File: src/design/cpu_pkg.sv
`default_nettype none

package cpu_pkg;

	localparam int inst_addr_w = 10;
	localparam int data_addr_w = 8;
	localparam int rx_depth = 4;

	// primary opcodes
	localparam logic [5:0] op_special = 6'h00;
	localparam logic [5:0] op_j = 6'h02;
	localparam logic [5:0] op_beq = 6'h04;
	localparam logic [5:0] op_bne = 6'h05;
	localparam logic [5:0] op_addiu = 6'h09;
	localparam logic [5:0] op_ori = 6'h0d;
	localparam logic [5:0] op_lui = 6'h0f;
	localparam logic [5:0] op_lw = 6'h23;
	localparam logic [5:0] op_sw = 6'h2b;
	// link access, funct picks the direction
	localparam logic [5:0] op_uart = 6'h3f;

	localparam logic [5:0] fn_sll = 6'h00;
	localparam logic [5:0] fn_addu = 6'h21;
	localparam logic [5:0] fn_subu = 6'h23;
	localparam logic [5:0] fn_and = 6'h24;
	localparam logic [5:0] fn_or = 6'h25;
	localparam logic [5:0] fn_slt = 6'h2a;
	localparam logic [5:0] fn_in = 6'h01;
	localparam logic [5:0] fn_out = 6'h02;

	localparam logic [3:0] alu_add = 4'd0;
	localparam logic [3:0] alu_sub = 4'd1;
	localparam logic [3:0] alu_and = 4'd2;
	localparam logic [3:0] alu_or = 4'd3;
	localparam logic [3:0] alu_slt = 4'd4;
	localparam logic [3:0] alu_sll = 4'd5;
	localparam logic [3:0] alu_lui = 4'd6;

	localparam logic [1:0] wb_alu = 2'd0;
	localparam logic [1:0] wb_mem = 2'd1;
	localparam logic [1:0] wb_uart = 2'd2;

	typedef union packed {
		struct packed {
			logic [5:0] opcode;
			logic [4:0] rs;
			logic [4:0] rt;
			logic [4:0] rd;
			logic [4:0] shamt;
			logic [5:0] funct;
		} r;
		struct packed {
			logic [5:0] opcode;
			logic [4:0] rs;
			logic [4:0] rt;
			logic [15:0] imm;
		} i;
		struct packed {
			logic [5:0] opcode;
			logic [25:0] index;
		} j;
	} inst_word_t;

endpackage

`default_nettype wire

File: src/design/operand_fetch.sv
`timescale 1ns/1ps
`default_nettype none

module operand_fetch (
	input logic CLK,
	input logic reset,
	input logic dec_valid,
	input logic [4:0] rs, rt,
	input logic wr_en,
	input logic [4:0] wr_addr,
	input logic [31:0] wr_data,
	input logic [4:0] rd_dst,
	input logic [3:0] alu_op,
	input logic use_imm, sign_ext, mem_read, mem_write, reg_write,
	input logic [1:0] wb_src,
	input logic branch_eq, branch_ne, jump, uart_out,
	input logic [15:0] imm,
	input logic [cpu_pkg::inst_addr_w-1:0] jump_index, pc,
	output logic op_valid,
	output logic [31:0] op_a, op_b,
	output logic [4:0] op_rd_dst,
	output logic [3:0] op_alu_op,
	output logic op_use_imm, op_sign_ext, op_mem_read, op_mem_write, op_reg_write,
	output logic [1:0] op_wb_src,
	output logic op_branch_eq, op_branch_ne, op_jump, op_uart_out,
	output logic [15:0] op_imm,
	output logic [cpu_pkg::inst_addr_w-1:0] op_jump_index, op_pc
);

	logic [31:0] regs [32];

	always_ff @(posedge CLK) begin
		if (reset) begin
			op_valid <= 1'b0;
		end else begin
			op_valid <= dec_valid;
		end
	end

	// r0 is never stored, reads force zero
	always_ff @(posedge CLK) begin
		if (wr_en && wr_addr != 5'd0) regs[wr_addr] <= wr_data;
	end

	always_ff @(posedge CLK) begin
		if (dec_valid) begin
			op_a <= (rs == 5'd0) ? 32'd0 : regs[rs];
			op_b <= (rt == 5'd0) ? 32'd0 : regs[rt];
			op_rd_dst <= rd_dst;
			op_alu_op <= alu_op;
			op_use_imm <= use_imm;
			op_sign_ext <= sign_ext;
			op_mem_read <= mem_read;
			op_mem_write <= mem_write;
			op_reg_write <= reg_write;
			op_wb_src <= wb_src;
			op_branch_eq <= branch_eq;
			op_branch_ne <= branch_ne;
			op_jump <= jump;
			op_uart_out <= uart_out;
			op_imm <= imm;
			op_jump_index <= jump_index;
			op_pc <= pc;
		end
	end

endmodule

`default_nettype wire

File: config.mk
export PLATFORM = sky130hd
export DESIGN_NAME = operand_fetch
export DESIGN_NICKNAME = d
export VERILOG_FILES = /design/src/design/cpu_pkg.sv /design/src/design/operand_fetch.sv
export SDC_FILE = /design/constraint.sdc
export NUM_CORES = 1
export LEC_CHECK = 0
export BUFFER_PORTS_ARGS = -buffer_cell sky130_fd_sc_hd__buf_2
export CAP_MARGIN = 40
export CORE_ASPECT_RATIO = 0.8
export CORE_MARGIN = 8
export CORE_UTILIZATION = 35
export DETAILED_ROUTE_END_ITERATION = 7
export PLACE_DENSITY_LB_ADDON = 0.2
export SYNTH_ARGS = -nofsm -noshare
export SYNTH_HDL_FRONTEND = slang
export SYNTH_SLANG_ARGS = --single-unit
File: constraint.sdc
create_clock -name CLK -period 2.8 [get_ports CLK]
set_clock_uncertainty 0.1 [all_clocks]
set_input_delay 0 -clock CLK [delete_from_list [all_inputs] [get_ports CLK]]
set_output_delay 0 -clock CLK [all_outputs]
set_load 0.05 [all_outputs]
* Word level (Yosys, flattened, before mapping)
Memories as Yosys holds them, arrays and structs flattened. A register that Yosys moved wholly into a read port is not among the register bits.
Index checks and enable logic that the tools add are counted.
** Storage, ports and cells
- Memories :: 1
- Memory bits (writable) :: 1024
- Word-level logic and storage cells :: 23
- Input bits :: 107
- Register bits :: 57
- Output and inout bits :: 121
** Cells by class
- Reduce and logical (&&, ||, !) cells :: 4
- Multiplexer cells :: 2
** Memories
- regs :: words 32, width 32, rd ports 2, clocked after Yosys merged registers in 2, write ports 1, RTL line operand_fetch.sv:30 : logic [31:0] regs [32];
** Operators with widths (number)
- $logic_not 5->1 :: 2
- $reduce_bool 5->1 :: 1
- $mux 1 :: 2
- $logic_and 1x1->1 :: 1

* Longest topological paths before layout
- Word-level depth :: 4
- Depth in mapped cells :: 9
- Gate-level depth less buffers :: 4

* Worst setup path after synthesis
OpenSTA, ideal clock, no wires.
- Kind :: in2reg
- From :: in wr_addr[1]
- To :: mem regs[12][0], enable pin
- Data arrival time :: 1999 ps
- Stages :: 3
- Required time :: 2279 ps
- Setup slack :: 280 ps
- Path through :: or3b_2 -> clkbuf_1 -> nor2_1
** On the way
- Cells in the longest elaborated chain, start to end :: 4
** RTL lines
- start, declared :: RTL line operand_fetch.sv:10 : input logic [4:0] wr_addr,
- $reduce_bool 5->1 :: RTL line operand_fetch.sv:42 : if (wr_en && wr_addr != 5'd0) regs[wr_addr] <= wr_data;
- $logic_and 1x1->1 :: RTL line operand_fetch.sv:42
- $mux 1 :: RTL line operand_fetch.sv:42
- $mux 1 (not written as such) :: RTL line operand_fetch.sv:42
- end, declared :: RTL line operand_fetch.sv:30
Several ways; a longest one is shown, not always the timed one.

* Final worst setup path
- From :: in rt[3]
- To :: reg op_b[31], read port of regs, data pin
** On the way
- Cells in the longest elaborated chain, start to end :: 1
** RTL lines
- start, declared :: RTL line operand_fetch.sv:8 : input logic [4:0] rs, rt,
- $logic_not 5->1 :: RTL line operand_fetch.sv:48 : op_b <= (rt == 5'd0) ? 32'd0 : regs[rt];
- end, declared :: RTL line operand_fetch.sv:20 : output logic [31:0] op_a, op_b,
Several ways; a longest one is shown, not always the timed one.
A chain may end at the register's enable or synchronous reset.

==> metrics <==
status finished clean; Port Buf Inserts 227; Die Area 158000 um2; initial core utilization 35.1%; PostCTS Resize Cnt 0; Yosys Warn Count 0; vias in the first global route 32274; kind of cell adding the most delay to the critical path buffers and inverters; Placement Cell Area 56400 um2; Final Non-Filler Cells 5133; dominant cell by count in the synthesized netlist edfxtp_1; critical path launch point type primary input; Synth Cell Area 50900 um2; CP max FO 20; Mapped Cells 2573; first-pass GRT wire length 252000 um; Clk pin slew, worst setup/hold paths 0.06 ns; Slew Viols, Final 0; most frequent CP cell buf_4; async set-reset flop share out of synthesis 0%; Final HPWL DP 107000 um; Final setup violation count 0; row cnt 125; critical path required time 3.11 ns; power per cell area 645 nW/um2; leading area contributor after synthesis edfxtp_1; post-route ant nets 0; register bit total from synthesis 1145; CTS max path bufs 3; gp weighted congestion 0.827; dpl cells 4741; synth unique cells 43; CP Buf/Inv Count 3; Die X 442 um; clock latency on the worst-skew pair 0.74 ns; hold buffers post-CTS 164; Clock Root Buffer clkbuf_16; fmax 418 MHz; setup TNS 0 ns; Vias/cell 6.07; Die Ht 357 um; Slew HR 41.2%; All-Layer GR Usage 22.4%; delay of the slowest critical-path stage 0.78 ns; CTS tree done; Max-Cap Viols 0; fillers 12489; via count 31134; # DRC 0; largest net degree at the start of global routing 49; Setup Fix Bufs, Post-CTS 0; length of the first detailed-routing pass in iterations 6; IR drop worst, VDD 0.538 mV; Hold WC Path Type in -> reg; fin crit share 85.4%; H-tree levels 3; WL/cell 35.5 um; Syn Area/Cell 19.8 um2; critical path data arrival time 2.70 ns; Slew @ Worst Pin 0.881 ns; crit path cell chain dlygate4sd3_1, buf_4, nor2_4, buf_4, a221oi_1, nor4_1; most used flip-flop cell after synthesis edfxtp_1; sequential cell area fraction in the yosys report 67.5%; Worst path slowest cell nor4_1; layout cells sized above 1 35.6%; total wire length 182000 um; Post-synth EDFFs 1144; Final Power 40.1 mW; GRT overflow 0; IO Pins 228; Post-synth top cells 1144 x edfxtp_1, 373 x mux4_2, 214 x mux2i_1, 92 x clkbuf_1, 90 x a22o_1; Final Hold Vio Count 0; Area Growth Syn to Fin 22.0%; Final Net Count 3229; worst reg2reg setup slack 0.43 ns; initial antenna violation count 12; Synth area leaders edfxtp_1 68%, mux4_2 17%, mux2i_1 4.2%; Setup crit end kind flop; design area 62100 um2; initial DRC count 3868; Final Critical Period 2.39 ns; post-synth top area share 67.5%; CTS Buf Count 120; core footprint 145000 um2; RSZ-0062 raised after global routing false; leak pwr 20.6 nW; clock sinks 1145; final core occ 42.9%; CP Class in -> reg
[placed cells by master (no fill, tap or decap), types with 5 or more instances in the layout]
cell type,count
a2111oi_0,6
a2111oi_2,25
a211oi_1,59
a221oi_1,32
a22o_1,90
a22oi_1,36
and3_1,29
buf_12,79
buf_2,218
buf_4,137
bufinv_16,19
clkbuf_1,11
clkbuf_16,123
clkinv_1,21
clkinv_2,32
clkinvlp_4,7
conb_1,32
diode_2,6
dlygate4sd3_1,164
edfxtp_1,1144
inv_6,6
mux2_2,68
mux2i_1,214
mux4_2,373
nand2_1,31
nand3b_1,8
nor2_1,6
nor2_4,33
nor3_1,64
nor4_1,5
o221ai_1,59
o22ai_1,36
or3b_2,5
[cell type report]
cell class,instances,area [um2],share of cell area [%]
inverters,1,3.75,0.00604
well taps,1905,2380,3.84
multi-input cells,1251,15900,25.5
clock inverters,88,941,1.51
clock buffers,134,3120,5.02
flip-flops and latches,1145,34400,55.3
diodes,6,15.0,0.0242
repair buffers,603,5410,8.71
[layer usage]
metal	global-route usage (%)	share of wire (%)	vias up
met4	6.25	2.8	8
met2	35.0	46	1736
met5	0.213	0.048	-
met1	30.5	41	16781
met3	6.90	9.9	312
li1	-	-	12297
[worst paths after layout]
kind,start,end,cells past startpoint
hold reg to reg,regs[30][14],op_b[14],3
hold / removal,rs[1],op_a[30],5
setup reg to reg,regs[12][31],op_b[31],4
setup / recovery,rt[3],op_b[31],6
[through the flow]
step	hold slack, ns	setup slack (ns)
finish	0.149	0.409
global route	0.147	0.416
CTS	0.0992	0.495
detailed placement	0.0667	0.106
global placement	0.0551	0.0985
floorplan	-0.0284	0.280
[worst register-to-register path, delay by kind of cell, from the launching register on]
kind,cells,cell delay [ns]
muxes,2,0.76
DFF,1,0.42
and+or+nand+nor,1,0.26
AOI/OAI and AO/OA,1,0.54
[state kept, by name (all words and copies together) (netlist names), 2 cells and up]
| signal | count |
|---|---|
| op_b | 32 |
| op_wb_src | 2 |
| op_jump_index | 10 |
| op_alu_op | 4 |
| op_a | 32 |
| op_pc | 10 |
| op_imm | 16 |
| regs | 1024 |
| op_rd_dst | 5 |
[where the power goes]
| part | internal (mW) | switching [mW] | leakage (nW) |
|---|---|---|---|
| Sequential | 19.3 | 0.196 | 10.4 |
| Combinational | 1.51 | 2.44 | 8.12 |
| Clock | 9.73 | 6.91 | 2.00 |
| Total | 30.5 | 9.55 | 20.6 |
[kinds of logic after synthesis]
kind of cell,after synthesis,synth area share [%]
AOI/OAI and AO/OA,357,5.99
buffers and inverters,208,2.13
DFF,1145,67.5
muxes,655,22.2
other,1,0.00737
and+or+nand+nor,207,2.11
No activity file was read; power rests on OpenSTA's default activity.
