## config.mk

```make
export PLATFORM = sky130hd
export DESIGN_NAME = inst_decode
export DESIGN_NICKNAME = d
export VERILOG_FILES = /design/src/design/cpu_pkg.sv /design/src/design/inst_decode.sv
export SDC_FILE = /design/constraint.sdc
export NUM_CORES = 1
export LEC_CHECK = 0
export BUFFER_PORTS_ARGS = -buffer_cell sky130_fd_sc_hd__buf_4
export CAP_MARGIN = 10
export CORE_MARGIN = 2
export CORE_UTILIZATION = 45
export CTS_CLUSTER_SIZE = 24
export DETAILED_ROUTE_END_ITERATION = 10
export GPL_ROUTABILITY_DRIVEN = 0
export GPL_TIMING_DRIVEN = 1
export PLACE_DENSITY = 0.79
export SLEW_MARGIN = 25
export SYNTH_ARGS = -nofsm -noshare
export SYNTH_HDL_FRONTEND = slang
export SYNTH_SLANG_ARGS = --single-unit
```

## constraint.sdc

```tcl
create_clock -name CLK -period 1.65 [get_ports CLK]
set_clock_uncertainty 0.2 [all_clocks]
set_input_delay 0 -clock CLK [delete_from_list [all_inputs] [get_ports CLK]]
set_output_delay 0 -clock CLK [all_outputs]
set_load 0.01 [all_outputs]
```

## src/design/cpu_pkg.sv

```systemverilog
`default_nettype none

package cpu_pkg;

	localparam int inst_addr_w = 10;
	localparam int data_addr_w = 8;
	localparam int rx_depth = 4;

	// primary opcodes
	localparam logic [5:0] op_special = 6'h00;
	localparam logic [5:0] op_j = 6'h02;
	localparam logic [5:0] op_beq = 6'h04;
	localparam logic [5:0] op_bne = 6'h05;
	localparam logic [5:0] op_addiu = 6'h09;
	localparam logic [5:0] op_ori = 6'h0d;
	localparam logic [5:0] op_lui = 6'h0f;
	localparam logic [5:0] op_lw = 6'h23;
	localparam logic [5:0] op_sw = 6'h2b;
	// link access, funct picks the direction
	localparam logic [5:0] op_uart = 6'h3f;

	localparam logic [5:0] fn_sll = 6'h00;
	localparam logic [5:0] fn_addu = 6'h21;
	localparam logic [5:0] fn_subu = 6'h23;
	localparam logic [5:0] fn_and = 6'h24;
	localparam logic [5:0] fn_or = 6'h25;
	localparam logic [5:0] fn_slt = 6'h2a;
	localparam logic [5:0] fn_in = 6'h01;
	localparam logic [5:0] fn_out = 6'h02;

	localparam logic [3:0] alu_add = 4'd0;
	localparam logic [3:0] alu_sub = 4'd1;
	localparam logic [3:0] alu_and = 4'd2;
	localparam logic [3:0] alu_or = 4'd3;
	localparam logic [3:0] alu_slt = 4'd4;
	localparam logic [3:0] alu_sll = 4'd5;
	localparam logic [3:0] alu_lui = 4'd6;

	localparam logic [1:0] wb_alu = 2'd0;
	localparam logic [1:0] wb_mem = 2'd1;
	localparam logic [1:0] wb_uart = 2'd2;

	typedef union packed {
		struct packed {
			logic [5:0] opcode;
			logic [4:0] rs;
			logic [4:0] rt;
			logic [4:0] rd;
			logic [4:0] shamt;
			logic [5:0] funct;
		} r;
		struct packed {
			logic [5:0] opcode;
			logic [4:0] rs;
			logic [4:0] rt;
			logic [15:0] imm;
		} i;
		struct packed {
			logic [5:0] opcode;
			logic [25:0] index;
		} j;
	} inst_word_t;

endpackage

`default_nettype wire

```

## src/design/inst_decode.sv

```systemverilog
`timescale 1ns/1ps
`default_nettype none

module inst_decode (
	input logic CLK,
	input logic reset,
	input logic fetch_valid,
	input cpu_pkg::inst_word_t inst,
	input logic [cpu_pkg::inst_addr_w-1:0] pc,
	output logic dec_valid,
	output logic [4:0] rs, rt, rd_dst,
	output logic [3:0] alu_op,
	output logic use_imm, sign_ext, mem_read, mem_write, reg_write,
	output logic [1:0] wb_src,
	output logic branch_eq, branch_ne, jump, uart_out,
	output logic [15:0] imm,
	output logic [cpu_pkg::inst_addr_w-1:0] jump_index, pc_out
);

	always_ff @(posedge CLK) begin
		if (reset) begin
			dec_valid <= 1'b0;
		end else begin
			dec_valid <= fetch_valid;
		end
	end

	always_ff @(posedge CLK) begin
		if (fetch_valid) begin
			rs <= inst.r.rs;
			rt <= inst.r.rt;
			imm <= inst.i.imm;
			jump_index <= inst.j.index[cpu_pkg::inst_addr_w-1:0];
			pc_out <= pc;
			// defaults fit addiu
			rd_dst <= inst.i.rt;
			alu_op <= cpu_pkg::alu_add;
			use_imm <= 1'b1;
			sign_ext <= 1'b1;
			mem_read <= 1'b0;
			mem_write <= 1'b0;
			reg_write <= 1'b0;
			wb_src <= cpu_pkg::wb_alu;
			branch_eq <= 1'b0;
			branch_ne <= 1'b0;
			jump <= 1'b0;
			uart_out <= 1'b0;
			case (inst.r.opcode)
				cpu_pkg::op_special: begin
					rd_dst <= inst.r.rd;
					use_imm <= 1'b0;
					reg_write <= 1'b1;
					case (inst.r.funct)
						cpu_pkg::fn_addu: alu_op <= cpu_pkg::alu_add;
						cpu_pkg::fn_subu: alu_op <= cpu_pkg::alu_sub;
						cpu_pkg::fn_and: alu_op <= cpu_pkg::alu_and;
						cpu_pkg::fn_or: alu_op <= cpu_pkg::alu_or;
						cpu_pkg::fn_slt: alu_op <= cpu_pkg::alu_slt;
						cpu_pkg::fn_sll: alu_op <= cpu_pkg::alu_sll;
						default: alu_op <= cpu_pkg::alu_add;
					endcase
				end
				cpu_pkg::op_addiu: reg_write <= 1'b1;
				cpu_pkg::op_ori: begin
					reg_write <= 1'b1;
					sign_ext <= 1'b0;
					alu_op <= cpu_pkg::alu_or;
				end
				cpu_pkg::op_lui: begin
					reg_write <= 1'b1;
					alu_op <= cpu_pkg::alu_lui;
				end
				cpu_pkg::op_lw: begin
					reg_write <= 1'b1;
					mem_read <= 1'b1;
					wb_src <= cpu_pkg::wb_mem;
				end
				cpu_pkg::op_sw: mem_write <= 1'b1;
				cpu_pkg::op_beq: branch_eq <= 1'b1;
				cpu_pkg::op_bne: branch_ne <= 1'b1;
				cpu_pkg::op_j: jump <= 1'b1;
				cpu_pkg::op_uart: begin
					// IN writes rd, OUT sends rs
					rd_dst <= inst.r.rd;
					wb_src <= cpu_pkg::wb_uart;
					reg_write <= inst.r.funct == cpu_pkg::fn_in;
					uart_out <= inst.r.funct == cpu_pkg::fn_out;
				end
				default: ;
			endcase
		end
	end

endmodule

`default_nettype wire

```

* After elaboration in Yosys (flattened, before gate mapping) *
Cells that the tools add are included.
Widths: inputs -> output; s select.

cells by class
  mux-type cells = 12
  reductions and logical operators = 4
  equality and inequality tests = 15

operators with widths
  kind                number
  $eq 6x6->1 const B  7
  $eq 6x4->1 const B  3
  $pmux 3 s5          1
  $eq 6x2->1 const B  2
  $eq 6x3->1 const B  2
  $logic_not 6->1     2
  $pmux 3 s3          1
  $mux 1              7
  $eq 6x1->1 const B  1
  $mux 5              1
  $reduce_or 5->1     1
  $pmux 2 s2          1
  $pmux 1 s2          1
  $reduce_or 2->1     1

word-level totals
  input bits = 45
  output and inout port bits = 67
  flip-flop bits (word level) = 67
  word-level logic and storage cells = 49

* Logic depth before layout (Yosys ltp) *
  word-level depth = 3
  mapped depth = 5
  mapped depth without buffers = 4

* Worst setup path after synthesis *
OpenSTA, ideal clock, no wires.

  path type = input -> register
  start point = input inst[29] in the netlist's numbering
  end point = register rd_dst[0], data pin
  setup time = 0.260 ns
  required time = 1.190 ns
  path slack = 0.321 ns
  buffers on the path = 1
  stages on the path = 4
  arrival = 0.868 ns
  cell sequence = buf_6 > nor3_2 > a21oi_4 > mux2_4

between the ends
  word-level cells in the longest chain between the ends = 3
  elaborated cells on any way between the ends = 4
  classes of those cells = eq/ne: 1; mux: 1; reduce/logical: 2

RTL lines
  item                                           RTL line           RTL
  start, declared                                inst_decode.sv:8   input cpu_pkg::inst_word_t inst,
  $eq 6x6->1 or $logic_not 6->1 (tied branches)  inst_decode.sv:48  case (inst.r.opcode)
  $reduce_or 2->1 (no line) *                    n/a
  $mux 5 *                                       inst_decode.sv:48
  end signal, assigned                           inst_decode.sv:36  rd_dst <= inst.i.rt;
  end signal, assigned                           inst_decode.sv:50  rd_dst <= inst.r.rd;
  end signal, assigned                           inst_decode.sv:84  rd_dst <= inst.r.rd;
  end, declared                                  inst_decode.sv:11  output logic [4:0] rs, rt, rd_dst,

Every way passes the cells marked *; elsewhere a longest branch is shown, timed or not.
A chain may end at the register's enable or synchronous reset.

* Final worst setup path *
  start point = input inst[26] in the netlist's numbering
  end point = register rd_dst[2], data pin

Same word-level chain as after synthesis.

==> impl_metrics.ini <==
[status]
status = finished, final reports clean

[clock_network]
cts.sinks = 56
numCtsBuffers = 5
ctsLongestPathBuffers = 2
htree_num_levels = 2
cts_root_buf = clkbuf_8
cts_tree = yes
clkTransAtPathRegs_ns = 0.10

[synthesis]
ys_types = 32
synth_edf_count = 55
syn_area_per_cell_um2 = 17.5
yosysWarnings = 0
synth_seq_cells = 56
ys_seq_area_share_pct = 76.2
synth_fp_nets = 170
syn_inst = 125
async_flop_share_pct = 0
synth_flop_cell = edfxtp_1
syn_area_um2 = 2190

[routing]
wirelength_mm = 5.41
vias = 1648
firstDrtPassIters = 4
antenna_left = 0
first_iter_violations = 103
drc = 0
avgRoutedWirePerCell_um = 15.7
viasPerCell = 4.78

[pwr]
p_sw_share_pct = 23.3
clock_power_share_pct = 24.6
pwr-share-seq_pct = 57.4
p_int_w = 0.00229
power.switching_w = 0.000694
p_leak_nw = 1.48
p_per_area_nw_per_um2 = 832
pwr-share-comb_pct = 18.0
ir_drop_v = 0.000395

[global_routing]
grt_pass1_wl_mm = 7.85
grt_overflow_total = 0
grt_pass1_vias = 1619
antenna_found_initial = 0
grt_max_degree = 34
grt_util_all_layers_pct = 19.5

[critical_path]
arrival_ns = 1.46
cp_cell_sequence = dlygate4sd3_1, buf_4, nor3_2, a21oi_4, mux2_4
critical_path_peak_fanout = 8
cp-end-kind = register
startpoint_type = primary input
slowest_stage = dlygate4sd3_1
crit_path_max_incr_delay_ns = 0.54
critPathKind = primary input to register
required_ns = 1.50
crit_buf_inv = 2
critical_path.top_delay_family = buffers and inverters

[cells_and_area]
antennaDiodeCount = 0
nets = 322
syn2layout_area_growth_pct = 63.4
drive_gt1_share_pct = 48.9
fin_area_um2 = 3580

[floorplanning]
coreArea_um2 = 4720
die-area_um2 = 5450
rows = 25
pin_count = 112
die_h_um = 73.8
fp.dieW_um = 73.8
start_util_pct = 46.4

[sta]
fin_crit_sh_pct = 97.3
finalHoldViolations = 0
min_period_ns = 1.61
rsz0062_at_grt = false
timing.fmax_mhz = 623
slew_viol_final = 0
finalSetupViolCount = 0
timing.setup.tns_ns = 0

[placement]
dpl.hpwl_mm = 3.35
placed_area_um2 = 3020
portBuffers = 110

[run]
drv_cap = 0

[hold_path]
hold_class = primary input to register
## path summary, 6_finish.rpt
path,from,to,slack [ns],cells after the start
hold / removal,pc[4],pc_out[4],0.23,2
setup / recovery,inst[26],rd_dst[2],0.04,5
## flip-flops by register name, summed over array words and instances, names as in the netlist, 2 cells and up
signal / count
rd_dst: 5
pc_out: 10
rt: 5
rs: 5
wb_src: 2
imm: 16
alu_op: 3
## per-layer routing
metal	vias up	routed length [µm]	GRT usage [%]
met5	-	0	0
met4	0	46	4.24
met3	6	420	5.90
met2	90	2950	37.1
met1	779	2000	21.1
li1	773	-	-
## per-stage QoR
stage          utilization [%]  hold slack, ns  cells  total power [W]  setup slack, ns
2_1_floorplan                -          -0.128    125          0.00189            0.321
3_3_place_gp              63.8         -0.0372    289          0.00217            0.308
3_5_place_dp              63.8         -0.0389    289          0.00218            0.281
4_1_cts                   75.7           0.206    344          0.00299           0.0517
5_1_grt                   75.9           0.214    345          0.00310           0.0147
6_report                  75.9           0.226    345          0.00298           0.0447
## cell families (layout without fill, tap and decap cells)
| logic type | after synthesis | after routing | share of synthesized area, % |
|---|---|---|---|
| compound gates | 9 | 9 | 3.31 |
| buf+inv | 15 | 168 | 5.25 |
| flops | 56 | 56 | 76.2 |
| mux | 5 | 5 | 3.42 |
| other cells | 1 | 1 | 0.171 |
| simple gates | 39 | 39 | 11.6 |
## layout make-up
cell class              instances  area (µm²)
multi-input cells              54         407
clock inverters                 3        22.5
clock buffers                   5        68.8
repair buffers                160        1330
flip-flops and latches         56        1670
well taps                      67        83.8
fillers                       280        1140
## synth_stat cells (2+ instances only)
master / n / area (µm²)
a21boi_0: 2 / 15.0
a21oi_1: 2 / 10.0
and3_1: 2 / 12.5
and4b_2: 2 / 22.5
buf_2: 2 / 10.0
buf_4: 11 / 82.6
buf_6: 2 / 22.5
edfxtp_1: 55 / 1650
mux2_4: 5 / 75.1
nand2_1: 7 / 26.3
nand3_1: 2 / 10.0
nand3_2: 2 / 20.0
nor2_1: 5 / 18.8
nor2b_1: 2 / 12.5
nor3_1: 5 / 25.0
nor4_1: 2 / 12.5
or3_1: 2 / 12.5
## placed cells by master, fill, tap and decap left out, types with 2 or more instances in the layout
| cell | Yosys | routed |
|---|---|---|
| buf_4 | 11 | 112 |
| edfxtp_1 | 55 | 55 |
| dlygate4sd3_1 | 0 | 47 |
| nand2_1 | 7 | 7 |
| mux2_4 | 5 | 5 |
| nor2_1 | 5 | 5 |
| nor3_1 | 5 | 5 |
| clkbuf_8 | 0 | 5 |
| nand3_2 | 2 | 2 |
| nand3_1 | 2 | 2 |
| nor4_1 | 2 | 2 |
| or3_1 | 2 | 2 |
| nor2b_1 | 2 | 2 |
| a21oi_1 | 2 | 2 |
| and3_1 | 2 | 2 |
| and4b_2 | 2 | 2 |
## power groups by stage
stage	Clock (W)	Sequential [W]	Combinational, W
2_1_floorplan	0	0.00180	0.0000990
3_3_place_gp	0	0.00174	0.000433
3_5_place_dp	0	0.00174	0.000442
4_1_cts	0.000750	0.00171	0.000531
5_1_grt	0.000810	0.00172	0.000570
6_report	0.000734	0.00171	0.000536
## repair_timing
item	in CTS	in global routing
endpoints found under the setup margin	0	5
endpoints found under the hold margin	78	0
setup buffers	0	1
hold buffers	47	0
resized for setup	0	1
Power figures use the tool's default switching activity.
