## config.mk

```make
export PLATFORM = sky130hd
export DESIGN_NAME = execution
export DESIGN_NICKNAME = d
export VERILOG_FILES = /design/src/design/cpu_pkg.sv /design/src/design/execution.sv
export SDC_FILE = /design/constraint.sdc
export NUM_CORES = 1
export LEC_CHECK = 0
export BUFFER_PORTS_ARGS = -buffer_cell sky130_fd_sc_hd__buf_2
export CORE_AREA = 3 3 149 151
export DETAILED_ROUTE_END_ITERATION = 7
export DIE_AREA = 0 0 152 154
export GPL_TIMING_DRIVEN = 0
export PLACE_DENSITY = 0.84
export SLEW_MARGIN = 10
export SYNTH_ARGS = -nofsm -noshare
export SYNTH_HDL_FRONTEND = slang
export SYNTH_SLANG_ARGS = --single-unit
```

## constraint.sdc

```tcl
create_clock -name CLK -period 4.88 [get_ports CLK]
set_input_delay 0 -clock CLK [delete_from_list [all_inputs] [get_ports CLK]]
set_output_delay 0 -clock CLK [all_outputs]
set_load 0.05 [all_outputs]
```

## src/design/cpu_pkg.sv

```systemverilog
`default_nettype none

package cpu_pkg;

	localparam int inst_addr_w = 10;
	localparam int data_addr_w = 8;
	localparam int rx_depth = 4;

	// primary opcodes
	localparam logic [5:0] op_special = 6'h00;
	localparam logic [5:0] op_j = 6'h02;
	localparam logic [5:0] op_beq = 6'h04;
	localparam logic [5:0] op_bne = 6'h05;
	localparam logic [5:0] op_addiu = 6'h09;
	localparam logic [5:0] op_ori = 6'h0d;
	localparam logic [5:0] op_lui = 6'h0f;
	localparam logic [5:0] op_lw = 6'h23;
	localparam logic [5:0] op_sw = 6'h2b;
	// link access, funct picks the direction
	localparam logic [5:0] op_uart = 6'h3f;

	localparam logic [5:0] fn_sll = 6'h00;
	localparam logic [5:0] fn_addu = 6'h21;
	localparam logic [5:0] fn_subu = 6'h23;
	localparam logic [5:0] fn_and = 6'h24;
	localparam logic [5:0] fn_or = 6'h25;
	localparam logic [5:0] fn_slt = 6'h2a;
	localparam logic [5:0] fn_in = 6'h01;
	localparam logic [5:0] fn_out = 6'h02;

	localparam logic [3:0] alu_add = 4'd0;
	localparam logic [3:0] alu_sub = 4'd1;
	localparam logic [3:0] alu_and = 4'd2;
	localparam logic [3:0] alu_or = 4'd3;
	localparam logic [3:0] alu_slt = 4'd4;
	localparam logic [3:0] alu_sll = 4'd5;
	localparam logic [3:0] alu_lui = 4'd6;

	localparam logic [1:0] wb_alu = 2'd0;
	localparam logic [1:0] wb_mem = 2'd1;
	localparam logic [1:0] wb_uart = 2'd2;

	typedef union packed {
		struct packed {
			logic [5:0] opcode;
			logic [4:0] rs;
			logic [4:0] rt;
			logic [4:0] rd;
			logic [4:0] shamt;
			logic [5:0] funct;
		} r;
		struct packed {
			logic [5:0] opcode;
			logic [4:0] rs;
			logic [4:0] rt;
			logic [15:0] imm;
		} i;
		struct packed {
			logic [5:0] opcode;
			logic [25:0] index;
		} j;
	} inst_word_t;

endpackage

`default_nettype wire

```

## src/design/execution.sv

```systemverilog
`timescale 1ns/1ps
`default_nettype none

module execution (
	input logic CLK,
	input logic reset,
	input logic op_valid,
	input logic [31:0] op_a, op_b,
	input logic [4:0] op_rd_dst,
	input logic [3:0] op_alu_op,
	input logic op_use_imm, op_sign_ext, op_mem_read, op_mem_write, op_reg_write,
	input logic [1:0] op_wb_src,
	input logic op_branch_eq, op_branch_ne, op_jump, op_uart_out,
	input logic [15:0] op_imm,
	input logic [cpu_pkg::inst_addr_w-1:0] op_jump_index, op_pc,
	output logic ex_valid,
	output logic [31:0] result, store_data,
	output logic take_branch,
	output logic [cpu_pkg::inst_addr_w-1:0] target,
	output logic out_start,
	output logic [31:0] out_word,
	output logic [4:0] ex_rd_dst,
	output logic ex_mem_read, ex_mem_write, ex_reg_write,
	output logic [1:0] ex_wb_src,
	output logic [cpu_pkg::inst_addr_w-1:0] ex_pc
);

	logic [31:0] ext_imm, src_b, alu_y;
	logic equal;

	assign ext_imm = op_sign_ext ? {{16{op_imm[15]}}, op_imm} : {16'd0, op_imm};
	assign src_b = op_use_imm ? ext_imm : op_b;
	assign equal = op_a == op_b;

	// sender latches the word right away
	assign out_start = op_valid && op_uart_out;
	assign out_word = op_a;

	always_comb begin
		case (op_alu_op)
			cpu_pkg::alu_sub: alu_y = op_a - src_b;
			cpu_pkg::alu_and: alu_y = op_a & src_b;
			cpu_pkg::alu_or: alu_y = op_a | src_b;
			cpu_pkg::alu_slt: alu_y = {31'd0, $signed(op_a) < $signed(src_b)};
			// shamt sits in imm[10:6] of the R form
			cpu_pkg::alu_sll: alu_y = src_b << op_imm[10:6];
			cpu_pkg::alu_lui: alu_y = {op_imm, 16'd0};
			default: alu_y = op_a + src_b;
		endcase
	end

	always_ff @(posedge CLK) begin
		if (reset) begin
			ex_valid <= 1'b0;
		end else begin
			ex_valid <= op_valid;
		end
	end

	always_ff @(posedge CLK) begin
		if (op_valid) begin
			result <= alu_y;
			store_data <= op_b;
			take_branch <= op_jump || (op_branch_eq && equal) || (op_branch_ne && !equal);
			// offset wraps within the word address space
			target <= op_jump ? op_jump_index
				: op_pc + 1'b1 + op_imm[cpu_pkg::inst_addr_w-1:0];
			ex_rd_dst <= op_rd_dst;
			ex_mem_read <= op_mem_read;
			ex_mem_write <= op_mem_write;
			ex_reg_write <= op_reg_write;
			ex_wb_src <= op_wb_src;
			ex_pc <= op_pc;
		end
	end

endmodule

`default_nettype wire

```

[After elaboration in Yosys (flattened, before gate mapping)]
Cells that the tools add are included.
Storage, ports and cells
  flip-flop bits (word level): 96
  bits of input ports: 123
  output and inout bits: 129
  word-level logic and storage cells: 36
Cells by class
  $add $sub $neg: 4
  order comparisons: 1
  equal/unequal tests: 7
  shifts and indexed selects: 1
  muxes and demuxes: 4
  bitwise logic cells: 2
  reduce and logical (&&, ||, !) cells: 6
Operators with widths (count)
  32-bit case mux with 6 select lines: 1
  32-bit two-way mux: 2
  32-bit adder: 1
  32-bit bitwise AND: 1
  32-bit equality test: 1
  32-bit < comparator: 1
  32-bit bitwise OR: 1
  32-bit by 5-bit left shift with 32-bit output: 1
  32-bit subtractor: 1
  4-bit by 3-bit equality test with 1-bit output, second input constant: 3
  10-bit by 1-bit adder with 10-bit output, second input constant: 1
  10-bit adder: 1
  10-bit two-way mux: 1
  4-bit by 2-bit equality test with 1-bit output, second input constant: 2
  4-bit by 1-bit equality test with 1-bit output, second input constant: 1
  1-bit logical AND: 3
  1-bit logical OR: 2
  1-bit zero test: 1

[Logic depth before layout (Yosys ltp)]
  depth after elaboration: 4
  mapped depth: 18

[Least setup slack after synthesis]
OpenSTA, ideal clock, no wires.
  kind: input port to flip-flop
  from: input port op_use_imm
  to: register result[28] (data pin)
  setup time: 0.256 ns
  data arrival time: 3.827 ns
  path slack: 0.797 ns
  stages: 16
  buffers on the path: 6
  cell sequence: buf_2 buf_2 buf_2 buf_2 buf_1 mux2i_1 ha_1 buf_6 or4_4 or4_4 nor2_1 o21ai_1 a211oi_2 o31ai_1 a41o_1 a22o_1
On the way
  cells in the longest elaborated chain, start to end: 3
  elaborated cells between the ends (all ways): 7
  those cells by class: add/sub: 2; shift: 1; mux: 2; bitwise: 2
RTL lines
  from (decl): line execution.sv:11  | input logic op_use_imm, op_sign_ext, op_mem_read, op_mem_write, op_reg_write,
  32-bit two-way mux (*): line execution.sv:32  | assign src_b = op_use_imm ? ext_imm : op_b;
  32-bit adder (tied with other cells): line execution.sv:48  | default: alu_y = op_a + src_b;
  32-bit case mux with 6 select lines (*): line execution.sv:40  | case (op_alu_op)
  net alu_y[28]: line execution.sv:28  | logic [31:0] ext_imm, src_b, alu_y;
  to (signal assigned): line execution.sv:62  | result <= alu_y;
  to (decl): line execution.sv:17  | output logic [31:0] result, store_data,
Mark *: on every way through the listed nets, which the timed path passes. The rest lies on a longest branch.
A chain may end at the register's enable or synchronous reset.

[Final worst setup path]
  from: input port op_use_imm
  to: register result[19] (data pin)
Same word-level chain as after synthesis.

==> results.sh <==
export IMPL_maxSlewViolCount=0
export IMPL_synth_fa_ha_area_share_pct=11.6
export IMPL_port_buffer_count=251
export IMPL_cap_violations=0
export IMPL_critPathKind="in -> reg"
export IMPL_syn_inst=1355
export IMPL_ir_drop_mv=0.163
export IMPL_synth_most_common_cell="nor2_1"
export IMPL_grt_usage_pct=43.5
export IMPL_top_usage_layer="met2"
export IMPL_place_congestion=1.06
export IMPL_whs_ps=4.81
export IMPL_worst_pin_slew_ps=1420
export IMPL_drc=0
export IMPL_syn_area_um2=11900
export IMPL_fin_crit_ps=4770
export IMPL_crit_fanout=10
export IMPL_synthesis_nets=1586
export IMPL_drtIter0Drc=1843
export IMPL_root_buffer="clkbuf_16"
export IMPL_nNetsFinal=1910
export IMPL_routed_wl_um=53400
export IMPL_core_area_um2=21000
export IMPL_grt_overflow_total=0
export IMPL_cts_tree="yes"
export IMPL_grt_first_pass_wirelength_um=78700
export IMPL_diodes=0
export IMPL_grt_pass1_vias=13100
export IMPL_critical_path_required_ps=5010
export IMPL_muxShareOfSynthArea_pct=11.6
export IMPL_syn_area_per_cell_um2=8.77
export IMPL_wl_per_cell_um=27.3
export IMPL_antenna_found_initial=2
export IMPL_synth_largest_area_cell="edfxtp_1"
export IMPL_ys_warn_count=0
export IMPL_hold_depth=1
export IMPL_grt_max_degree=54
export IMPL_die_w_um=152
export IMPL_async_reset_ff_share_pct=0
export IMPL_synth_simple_gate_area_share_pct=14.7
export IMPL_firstDrtPassIters=6
export IMPL_ant_nets=0
export IMPL_timing_slew_headroom_pct=4.48
export IMPL_finalNonFillerCells=1959
export IMPL_start_util_pct=56.7
export IMPL_via_per_inst=6.87
export IMPL_route_vias_total=13500
export IMPL_powerDensity_nw_per_um2=261
export IMPL_die_h_um=154
export IMPL_grt_setup_unrepaired="no"
export IMPL_period_share_pct=97.6
export IMPL_synth_compound_area_share_pct=25.9
export IMPL_min_from="op_b[18]"
export IMPL_synth_top_family_by_area="compound AO/OA/AOI/OAI gates"
export IMPL_rows=53
export IMPL_cp_arrival_ps=4900
export IMPL_synthTopCellsByCount="nor2_1 (118), inv_1 (110), ha_1 (105), edfxtp_1 (95), a21oi_1 (83)"
export IMPL_drive_gt1_share_pct=25.1
export IMPL_synth_cell_types=98
export IMPL_io_pins=252
export IMPL_startpoint_type="input port"
export IMPL_synth_seq_cells=96
export IMPL_hpwl_um=40600
export IMPL_netlist_area_leader_share_pct=24.0
export IMPL_met1_usage_pct=52.9
export IMPL_cts_htree_levels=3
export IMPL_met3_usage_pct=12.7
export IMPL_hold_path_end="store_data[18]"
export IMPL_fp_dieArea_um2=23400
export IMPL_clk_path_buf_depth=2
export IMPL_p_leak_nw=6.32
export IMPL_fmax_mhz=210
export IMPL_grt_met2_usage_pct=68.6
export IMPL_cts_buffers=9
export IMPL_crit_path_end_kind="flip-flop"
export IMPL_finalPower_mw=3.77
export IMPL_synth_xor_area_share_pct=3.10
export IMPL_cts_sinks=96
export IMPL_clkTransAtPathRegs_ps=80
export IMPL_synth_main_ff_cell="edfxtp_1"
export IMPL_placed_cells=1883
export IMPL_finalHoldViolCount=0
export IMPL_area_growth_pct=21.8
export IMPL_min_path_type="in -> reg"
export IMPL_setup_viol=0
export IMPL_netlist_top_cells_area="edfxtp_1 (24%), ha_1 (11%), mux4_2 (4.7%)"
export IMPL_synth_edf_count=95
export IMPL_yosysSeqAreaShare_pct=24.2
export IMPL_outcome="finished clean"
## metrics by stage
step	utilization (%)	instance area [µm²]	TNS, ps	setup WS, ps
after floorplan	-	11900	0	797
after global placement	64.3	13500	-6790	-626
after detailed placement	64.6	13500	-6820	-591
after CTS	69.0	14500	0	62.3
after global routing	69.1	14500	0	31.1
final	69.1	14500	0	115
## metal layers
metal | share of wire, % | routed length, µm | vias to the layer above
li1 | - | - | 5719
met4 | 7.4 | 3960 | 4
met3 | 14 | 7420 | 300
met5 | 0.062 | 33 | -
met2 | 44 | 23300 | 1209
met1 | 35 | 18700 | 6234
## cell usage in the layout, fill, tap and decap left out, types with 16 or more instances in the layout
| cell type | netlist | layout |
|---|---|---|
| a221oi_1 | 24 | 24 |
| nor2_1 | 118 | 118 |
| nand4_1 | 16 | 16 |
| ha_1 | 105 | 105 |
| edfxtp_1 | 95 | 95 |
| clkbuf_1 | 49 | 47 |
| mux2i_1 | 42 | 39 |
| nand2_1 | 67 | 67 |
| dlygate4sd3_1 | 0 | 61 |
| nand3_1 | 18 | 18 |
| nor3_1 | 33 | 33 |
| mux4_2 | 25 | 25 |
| o211ai_1 | 20 | 20 |
| buf_2 | 24 | 271 |
| buf_4 | 33 | 35 |
| a21o_1 | 24 | 24 |
| inv_1 | 110 | 110 |
| a21oi_1 | 83 | 83 |
| o21ai_0 | 76 | 76 |
| xnor2_1 | 40 | 40 |
## state kept, by name, summed over array words and instances (netlist names)
signal,cells
target,10
ex_mem_read,1
ex_wb_src,2
result,32
ex_rd_dst,5
ex_mem_write,1
store_data,32
take_branch,1
ex_pc,10
ex_valid,1
ex_reg_write,1
## report_power, final
group / leakage, nW / internal [mW] / switching, mW
sequential: 0.937 / 1.02 / 0.0258
combinational: 5.22 / 0.611 / 1.30
clock: 0.157 / 0.415 / 0.403
## kinds of logic (layout without fill, tap and decap cells)
family,after synthesis,after routing
AOI/OAI and AO/OA,436,436
and+or+nand+nor,349,349
buffers and inverters,232,561
adders and majority gates,108,108
DFF,96,96
muxes,92,92
xor gates and xnor gates,42,42
## how the worst max path moves through the flow
stage                     startpoint    endpoint  slack, ps
final                     op_use_imm  result[19]        110
after global routing      op_use_imm  result[19]         30
after CTS                 op_use_imm   result[0]         60
after detailed placement  op_use_imm  result[25]       -590
after global placement    op_use_imm  result[24]       -630
after floorplan           op_use_imm  result[28]        800
## critical path: stages
cell and delay, ps:
buf_2 160, buf_2 320, clkbuf_4 320, clkbuf_4 280, clkbuf_4 280, clkbuf_4 310, mux2i_1 350, ha_1 310
buf_2 200, nor4_2 290, nand4_1 180, a211oi_2 370, o21bai_1 190, a2111oi_1 460, o21ai_0 240, a22o_1 220
a211oi_1 400
## cell type report
cell class / count / area, µm²
multi-input combinational: 1027 / 7970
fill: 1655 / 6480
sequential: 96 / 2870
timing repair buffer: 314 / 1900
buffer: 119 / 652
inverter: 112 / 420
tap: 275 / 344
clock buffer: 9 / 225
clock inverter: 7 / 95.1
## timing repair
action | in CTS | in global routing
setup endpoints to repair | 9 | 10
hold endpoints to repair | 60 | 1
pin swaps | 0 | 0
hold buffers | 60 | 1
resized for setup | 2 | 8
buffers inserted | 0 | 0
Power figures use the tool's default switching activity.
