===== src/design/sender_buffer.sv =====
`timescale 1ns/1ps
`default_nettype none

module sender_buffer (
	input logic CLK,
	input logic reset,
	input logic out_start,
	input logic [31:0] out_word,
	output logic [7:0] tx_data,
	output logic tx_valid,
	output logic busy
);

	logic [23:0] rest;
	logic [1:0] left;

	always_ff @(posedge CLK) begin
		if (reset) begin
			tx_valid <= 1'b0;
			busy <= 1'b0;
			left <= 2'd0;
		end else if (out_start) begin
			tx_valid <= 1'b1;
			busy <= 1'b1;
			left <= 2'd3;
		end else if (left != 2'd0) begin
			tx_valid <= 1'b1;
			left <= left - 1'b1;
		end else begin
			tx_valid <= 1'b0;
			busy <= 1'b0;
		end
	end

	// least significant byte goes out first
	always_ff @(posedge CLK) begin
		if (out_start) begin
			tx_data <= out_word[7:0];
			rest <= out_word[31:8];
		end else begin
			tx_data <= rest[7:0];
			rest <= rest >> 8;
		end
	end

endmodule

`default_nettype wire


===== config.mk =====
export PLATFORM = sky130hd
export DESIGN_NAME = sender_buffer
export DESIGN_NICKNAME = d
export VERILOG_FILES = /design/src/design/sender_buffer.sv
export SDC_FILE = /design/constraint.sdc
export NUM_CORES = 1
export LEC_CHECK = 0
export BUFFER_PORTS_ARGS = -buffer_cell sky130_fd_sc_hd__buf_2
export CORE_MARGIN = 3
export CORE_UTILIZATION = 30
export DETAILED_ROUTE_END_ITERATION = 6
export GPL_TIMING_DRIVEN = 0
export PLACE_DENSITY_LB_ADDON = 0.08
export SYNTH_ARGS = -nofsm -noshare
export SYNTH_HDL_FRONTEND = slang
export SYNTH_SLANG_ARGS = --single-unit
export TNS_END_PERCENT = 30

===== constraint.sdc =====
create_clock -name CLK -period 1.58 [get_ports CLK]
set_input_delay 0 -clock CLK [delete_from_list [all_inputs] [get_ports CLK]]
set_output_delay 0 -clock CLK [all_outputs]
set_load 0.03 [all_outputs]

Word-level counts from Yosys, hierarchy flattened
Cells that the tools add are included.
- output and inout port bits: 10
- logic and storage cells: 18
- bits of input ports: 35
- register bits after elaboration: 36
- equality and inequality tests: 1
- reduce and logical (&&, ||, !) cells: 2
- add/sub/neg operators: 1
- muxes and demuxes: 8
- operators by type and width (operator ; number):
    16-bit two-way mux ; 1
    8-bit two-way mux ; 1
    1-bit two-way mux ; 4
    2-bit two-way mux ; 2
    2-bit nonzero test ; 2
    2-bit inequality test (second input constant) ; 1
    2-bit by 1-bit subtractor with 2-bit output (second input constant) ; 1

Logic depth before layout (Yosys ltp)
Gate-level depths: netlist of the first run.
- depth after elaboration: 3
- depth in mapped cells: 4
- depth with buffers taken out: 4

Worst setup path after synthesis of the first run
No wires, ideal clock.
- path kind: reg2reg
- start: register left[0]
- end: register left[1]
- library setup time: 0.070 ns
- slack: 0.517 ns
- arrival time: 0.993 ns
- required time: 1.510 ns
- cell stages (with the launch flop): 5
- path buffers: 0
- clock period less this slack: 1.063 ns
- path through: dfxtp_1 -> inv_1 -> ha_1 -> mux2_2 -> a21oi_1
- cells in the longest elaborated chain, start to end: 3
- elaborated cells between the ends (all ways): 5
- classes of those cells: 1 x add/sub; 2 x mux; 2 x reduce/logical
- ends and longest elaborated chain (what ; RTL line ; source):
    from (decl) ; 15 ; logic [1:0] left;
    from (signal assigned) ; 28 ; left <= left - 1'b1;
    2-bit by 1-bit subtractor with 2-bit output ; 28 ;
    2-bit two-way mux ; 26 ; end else if (left != 2'd0) begin
    2-bit two-way mux ; 22 ; end else if (out_start) begin
Parallel ways exist; a longest one is shown, timed or not. The select of a mux whose other input is x is not followed.
A chain may end at the register's enable or synchronous reset.

Worst setup path in the final report of the first run
Same ends and word-level chain as after synthesis.

==> results of run 1 <==
## sequential cells by signal, summed over array words and instances (netlist names)
name,flops
tx_data,8
left,2
tx_valid,1
rest,24
busy,1
## metrics by stage
stage	hold slack [ns]	worst slack, ns	util, %	total power, W	cells
floorplan	0.0691	0.517	-	0.00122	83
CTS	0.00468	0.448	52.7	0.00248	215
detailed placement	0.210	0.462	39.9	0.00131	174
global route	0.00343	0.403	52.7	0.00255	215
finish	0.0146	0.463	52.7	0.00244	215
global placement	0.203	0.491	39.9	0.00130	174
## power by group
part	switching [W]	internal, W	total [W]
clock network	0.000312	0.000789	0.00110
logic	0.000129	0.000210	0.000339
registers	0.0000175	0.000984	0.00100
## synthesized netlist by cell type (all sizes together)
cell | count | area, um^2
xor2 | 1 | 8.76
buf | 4 | 62.6
dfxtp | 36 | 721
nand2b | 1 | 6.26
a21oi | 4 | 20.0
ha | 1 | 12.5
and2 | 8 | 50.1
inv | 3 | 11.3
mux2 | 25 | 360
## cell type report
type / count / area (um^2) / area share (%)
Buffer: 4 / 62.6 / 3.10
Clock buffer: 5 / 68.8 / 3.41
Clock inverter: 3 / 90.1 / 4.47
Inverter: 3 / 11.3 / 0.558
Multi-Input combinational cell: 40 / 458 / 22.7
Sequential cell: 36 / 721 / 35.7
Tap cell: 48 / 60.1 / 2.98
Timing Repair Buffer: 76 / 546 / 27.0
## worst max-delay path by stage
stage / to / slack, ns
4_1_cts: left[1] / 0.45
6_report: left[1] / 0.46
5_1_grt: left[1] / 0.40
3_3_place_gp: left[1] / 0.49
3_5_place_dp: left[1] / 0.46
2_1_floorplan: left[1] / 0.52
## routing by layer
| metal | global-route usage [%] | up-vias | share of wire [%] |
|---|---|---|---|
| li1 | - | 438 | - |
| met1 | 10.8 | 370 | 44 |
| met2 | 14.1 | 32 | 46 |
| met3 | 5.82 | 4 | 9.0 |
| met4 | 4.38 | 0 | 1.2 |
| met5 | 0 | - | 0 |
## kinds of logic (layout without fill, tap and decap cells)
group	count (synthesis)	in the layout
flops	36	36
simple gates	9	9
compound gates	4	4
buf+inv	7	91
fa+ha+maj	1	1
xor+xnor	1	1
mux	25	25
## critical path, stage by stage (launching register included)
cell,delay [ns]
dfxtp_1,0.32
inv_1,0.05
ha_1,0.21
mux2_2,0.35
a21oi_1,0.13
==> flow_metrics.py, run 1 <==
metrics = {
    "setup_path": {
        "worstPathRequired_ns": 1.80,
        "setup.worst_path.start": "left[0]",
        "rrSetupSlack_ns": 0.46,
        "r2r_end": "left[1]",
        "end_kind": "flop",
        "startpoint_type": "flop",
        "ff2ff_path_depth": 4,
        "regToRegStartpoint": "left[0]",
        "cp_data_arrival_time_ns": 1.33,
        "crit_fanout": 4,
        "critPathKind": "reg -> reg",
    },
    "final_layout": {
        "synthToLayoutAreaGrowth_pct": 61.0,
        "n_fill_cell": 355,
        "fin_area_um2": 2020,
        "n_antenna_cell": 0,
        "mostFrequentLayoutCells": "buf_2, dfxtp_1, dlygate4sd3_1, mux2_4, and2_1",
        "drive_gt1_share_pct": 47.9,
        "final_common_cell": "buf_2",
        "final_nets": 202,
    },
    "synthesis": {
        "netlist_instances": 83,
        "synth_mux_area_share_pct": 28.8,
        "ys_warn_count": 0,
        "synth_top_family_by_area": "multiplexers",
        "synth-adder-area-share_pct": 0.999,
        "synthSimpleGateAreaFrac_pct": 4.50,
        "synth_compound_area_share_pct": 1.60,
        "synthXorXnorAreaFrac_pct": 0.699,
        "syn_avg_cell_area_um2": 15.1,
        "seq_area_frac_synth_pct": 57.5,
        "ys_ff_latch": 36,
        "synth.distinct_cells": 11,
        "syn-num-nets": 119,
        "syn-cell-area_um2": 1250,
    },
    "timing": {
        "tns_ns": 0,
        "finalSetupViolCount": 0,
        "fin_crit_sh_pct": 70.7,
        "fmax_mhz": 895,
        "final_max_slew_viol_count": 0,
        "fin_crit_ns": 1.12,
        "worst_pin_slew_ns": 0.159,
        "skew_ns": 0.00660,
        "final-hold-violation-count": 0,
        "rsz0062_at_grt": "no",
        "slew_headroom_pct": 89.5,
    },
    "cts": {
        "tritoncts": "done",
        "cts.repair.resized": 0,
        "cts_hold_repair.buffers": 33,
        "root_buffer": "clkbuf_8",
        "clk_pin_slew_ns": 0.07,
        "cts_max_level": 2,
        "cts_buffers": 5,
        "cts_buffer_depth": 2,
        "cts_setup_buffers": 0,
        "clk_latency_ns": 0.28,
        "cts.sinks": 36,
    },
    "placement": {
        "gp_congestion": 0.599,
        "portBuffers": 43,
        "hpwl_um": 1510,
        "place_area_um2": 1530,
    },
    "drt": {
        "via_count": 844,
        "wl_per_cell_um": 9.88,
        "routed_wl_um": 2120,
        "first_pass_iters": 4,
        "drtIter0Drc": 27,
        "vias_per_cell": 3.93,
        "ant_nets": 0,
        "route.detailed.drc": 0,
    },
    "die": {
        "die_x_um": 70.6,
        "die_h_um": 70.6,
        "io_pins": 45,
        "num_rows": 22,
        "dieArea_um2": 4990,
        "core_um2": 3830,
        "start_util_pct": 32.7,
    },
    "run": {
        "max_cap_viol_count": 0,
    },
    "worst_hold_path": {
        "min_to": "tx_data[4]",
        "worstHoldStart": "out_start",
        "hold_path_class": "in -> reg",
        "hold_depth": 2,
    },
    "grt": {
        "grt_overflow": 0,
        "track_usage_pct": 9.47,
        "grt_max_degree": 13,
        "grt_pass1_wl_um": 3570,
        "antenna_found_initial": 0,
        "grt_pass1_vias": 851,
    },
    "pwr": {
        "powerDensity_nw_per_um2": 1210,
        "ir_drop_mv": 0.563,
        "p_leak_nw": 0.964,
    },
    "run_status": {
        "status": "finished, final reports clean",
    },
}
No activity file was read; power rests on OpenSTA's default activity.
==> inputs of run 2 (changes only) <==
clock period = 1 ns   (was 1.58 ns; I/O delays follow)
==> run 2 against run 1 <==
The run now ends with negative setup slack left. Count of clock-buffer cells in the layout up 2. Clock power up 23%. Power up 44%. Design area up 0.37%. Critical path depth unchanged. Sequential power up 59%. Core utilization up 0.20 points. Combinational power up 71%. Die area unchanged. Sequential share of layout area down 0.071 points. Via count up 0.47%. Maximum frequency up 9.8%. Critical path type unchanged. Critical endpoint unchanged. Highest routed layer unchanged.
==> flow_metrics.py, run 2 (synthesis results as in run 1) <==
metrics = {
    "run_status": {
        "status": "complete, but fails checks",
        "violations": "negative setup slack",
    },
    "pwr": {
        "ir_drop_mv": 0.688,
        "p_total_w": 0.00352,
        "powerDensity_nw_per_um2": 1740,
        "p_leak_nw": 0.960,
    },
    "final_layout": {
        "n_antenna_cell": 0,
        "largest_reg_flops": 24,
        "drive_gt1_share_pct": 52.1,
        "mostFrequentLayoutCells": "buf_2, dfxtp_1, dlygate4sd3_1, mux2_4, and2_1",
        "synthToLayoutAreaGrowth_pct": 61.6,
        "layout.cells.non_filler": 217,
        "final_common_cell": "buf_2",
        "reg_top3": "rest x24, tx_data x8, left x2",
        "top_register": "rest",
        "final_nets": 204,
    },
    "drt": {
        "wl_per_cell_um": 11.3,
        "drtIter0Drc": 26,
        "routed_wl_um": 2450,
        "via_count": 848,
        "ant_nets": 0,
        "first_pass_iters": 2,
        "vias_per_cell": 3.91,
        "route.detailed.drc": 0,
    },
    "cts": {
        "cts_buffers": 5,
        "clk_latency_ns": 0.28,
        "tritoncts": "done",
        "cts_max_level": 2,
        "clk_pin_slew_ns": 0.07,
        "root_buffer": "clkbuf_8",
        "cts.sinks": 36,
        "cts_buffer_depth": 2,
    },
    "placement": {
        "portBuffers": 43,
        "gp_congestion": 0.618,
        "place_inst": 174,
        "hpwl_um": 1560,
    },
    "setup_path": {
        "regToRegStartpoint": "left[0]",
        "rrSetupSlack_ns": -0.02,
        "critPathMaxStageDelay_ns": 0.33,
        "end_kind": "flop",
        "worstPathRequired_ns": 1.22,
        "cp_data_arrival_time_ns": 1.23,
        "cp_slowest_cell": "dfxtp_2",
        "startpoint_type": "flop",
        "critPathKind": "reg -> reg",
        "ff2ff_path_depth": 4,
        "r2r_end": "left[1]",
        "crit_fanout": 2,
        "timing.critical_path.cells": "inv_2 -> ha_4 -> mux2_2 -> a21oi_2",
    },
    "worst_hold_path": {
        "hold_path_class": "in -> reg",
        "min_to": "tx_data[7]",
        "hold_depth": 2,
        "worstHoldStart": "out_start",
    },
    "timing": {
        "worst_slack_ns": -0.0175,
        "skew_ns": 0.00220,
        "fmax_mhz": 983,
        "finalSetupViolCount": 1,
        "fin_crit_ns": 1.02,
        "fin_crit_sh_pct": 102,
        "rsz0062_at_grt": "yes",
        "final_max_slew_viol_count": 0,
        "final-hold-violation-count": 0,
        "slew_headroom_pct": 88.8,
        "worst_pin_slew_ns": 0.169,
    },
    "grt": {
        "grt_pass1_wl_um": 4040,
        "grt_max_degree": 12,
        "grt_overflow": 0,
        "antenna_found_initial": 0,
        "track_usage_pct": 10.9,
        "grt_pass1_vias": 925,
    },
    "die": {
        "dieArea_um2": 4990,
        "num_rows": 22,
        "die_h_um": 70.6,
        "core_um2": 3830,
        "start_util_pct": 32.7,
        "io_pins": 45,
        "die_x_um": 70.6,
    },
    "run": {
        "max_cap_viol_count": 0,
    },
}
## run 2: changes by cell type in the layout (fill, tap and decap cells not counted), moves of 2 or more
cell       previous run  this run
inv_2                 0         2
bufinv_16             3         1
clkbuf_8              5         7
buf_4                 0         2
inv_1                 3         1
## run 2: timing repair
item / in CTS / in global routing
setup buffers: 2 / 0
setup endpoints to repair: 1 / 3
cloned: 0 / 0
hold buffers: 33 / 0
pin swaps: 3 / 1
resized for setup: 1 / 1
hold endpoints to repair: 36 / 0
## run 2: worst max path at each step
stage	start	to	slack [ns]	depth (start not counted)
after floorplan	left[1]	left[1]	0.008	4
after detailed placement	left[1]	left[1]	-0.04	4
after global routing	left[0]	left[1]	-0.06	4
after global placement	left[1]	left[1]	-0.01	4
after CTS	left[0]	left[1]	-0.03	4
final	left[0]	left[1]	-0.02	4
## run 2: final cells by class
type	count	area, um^2
tap	48	60.1
fill	343	1800
inverter	3	11.3
clock inverter	1	30.0
buffer	4	62.6
sequential	36	722
clock buffer	7	96.3
multi-input combinational	40	482
timing repair buffer	78	561
## run 2: power by group
| group | leakage, nW | switching [W] | internal, W |
|---|---|---|---|
| clock | 0.0645 | 0.000475 | 0.000879 |
| combinational | 0.593 | 0.000225 | 0.000355 |
| sequential | 0.303 | 0.0000299 | 0.00156 |
## run 2: per-stage QoR
stage / area (um^2) / setup TNS (ns) / utilization, % / setup WS (ns) / hold slack, ns
CTS: 2020 / -0.0307 / 52.7 / -0.0307 / 0.00219
global placement: 1540 / -0.0134 / 40.3 / -0.0134 / 0.201
finish: 2020 / -0.0175 / 52.9 / -0.0175 / 0.0151
global route: 2020 / -0.114 / 52.9 / -0.0633 / 0.00464
detailed placement: 1540 / -0.0386 / 40.3 / -0.0386 / 0.210
floorplan: 1270 / 0 / - / 0.00767 / 0.0617
## run 2: metal layers
metal	track usage, %	routed length, um	vias to the layer above
met4	5.64	45	0
met1	10.2	952	370
met5	0	0	-
li1	-	-	441
met2	19.9	1270	32
met3	4.97	188	5
## run 2: critical path, delay by kind of cell, from the launching register on
family | cells | cell delay [ns]
adders and majority gates | 1 | 0.22
buffers and inverters | 1 | 0.04
DFF | 1 | 0.33
muxes | 1 | 0.26
AOI/OAI and AO/OA | 1 | 0.10
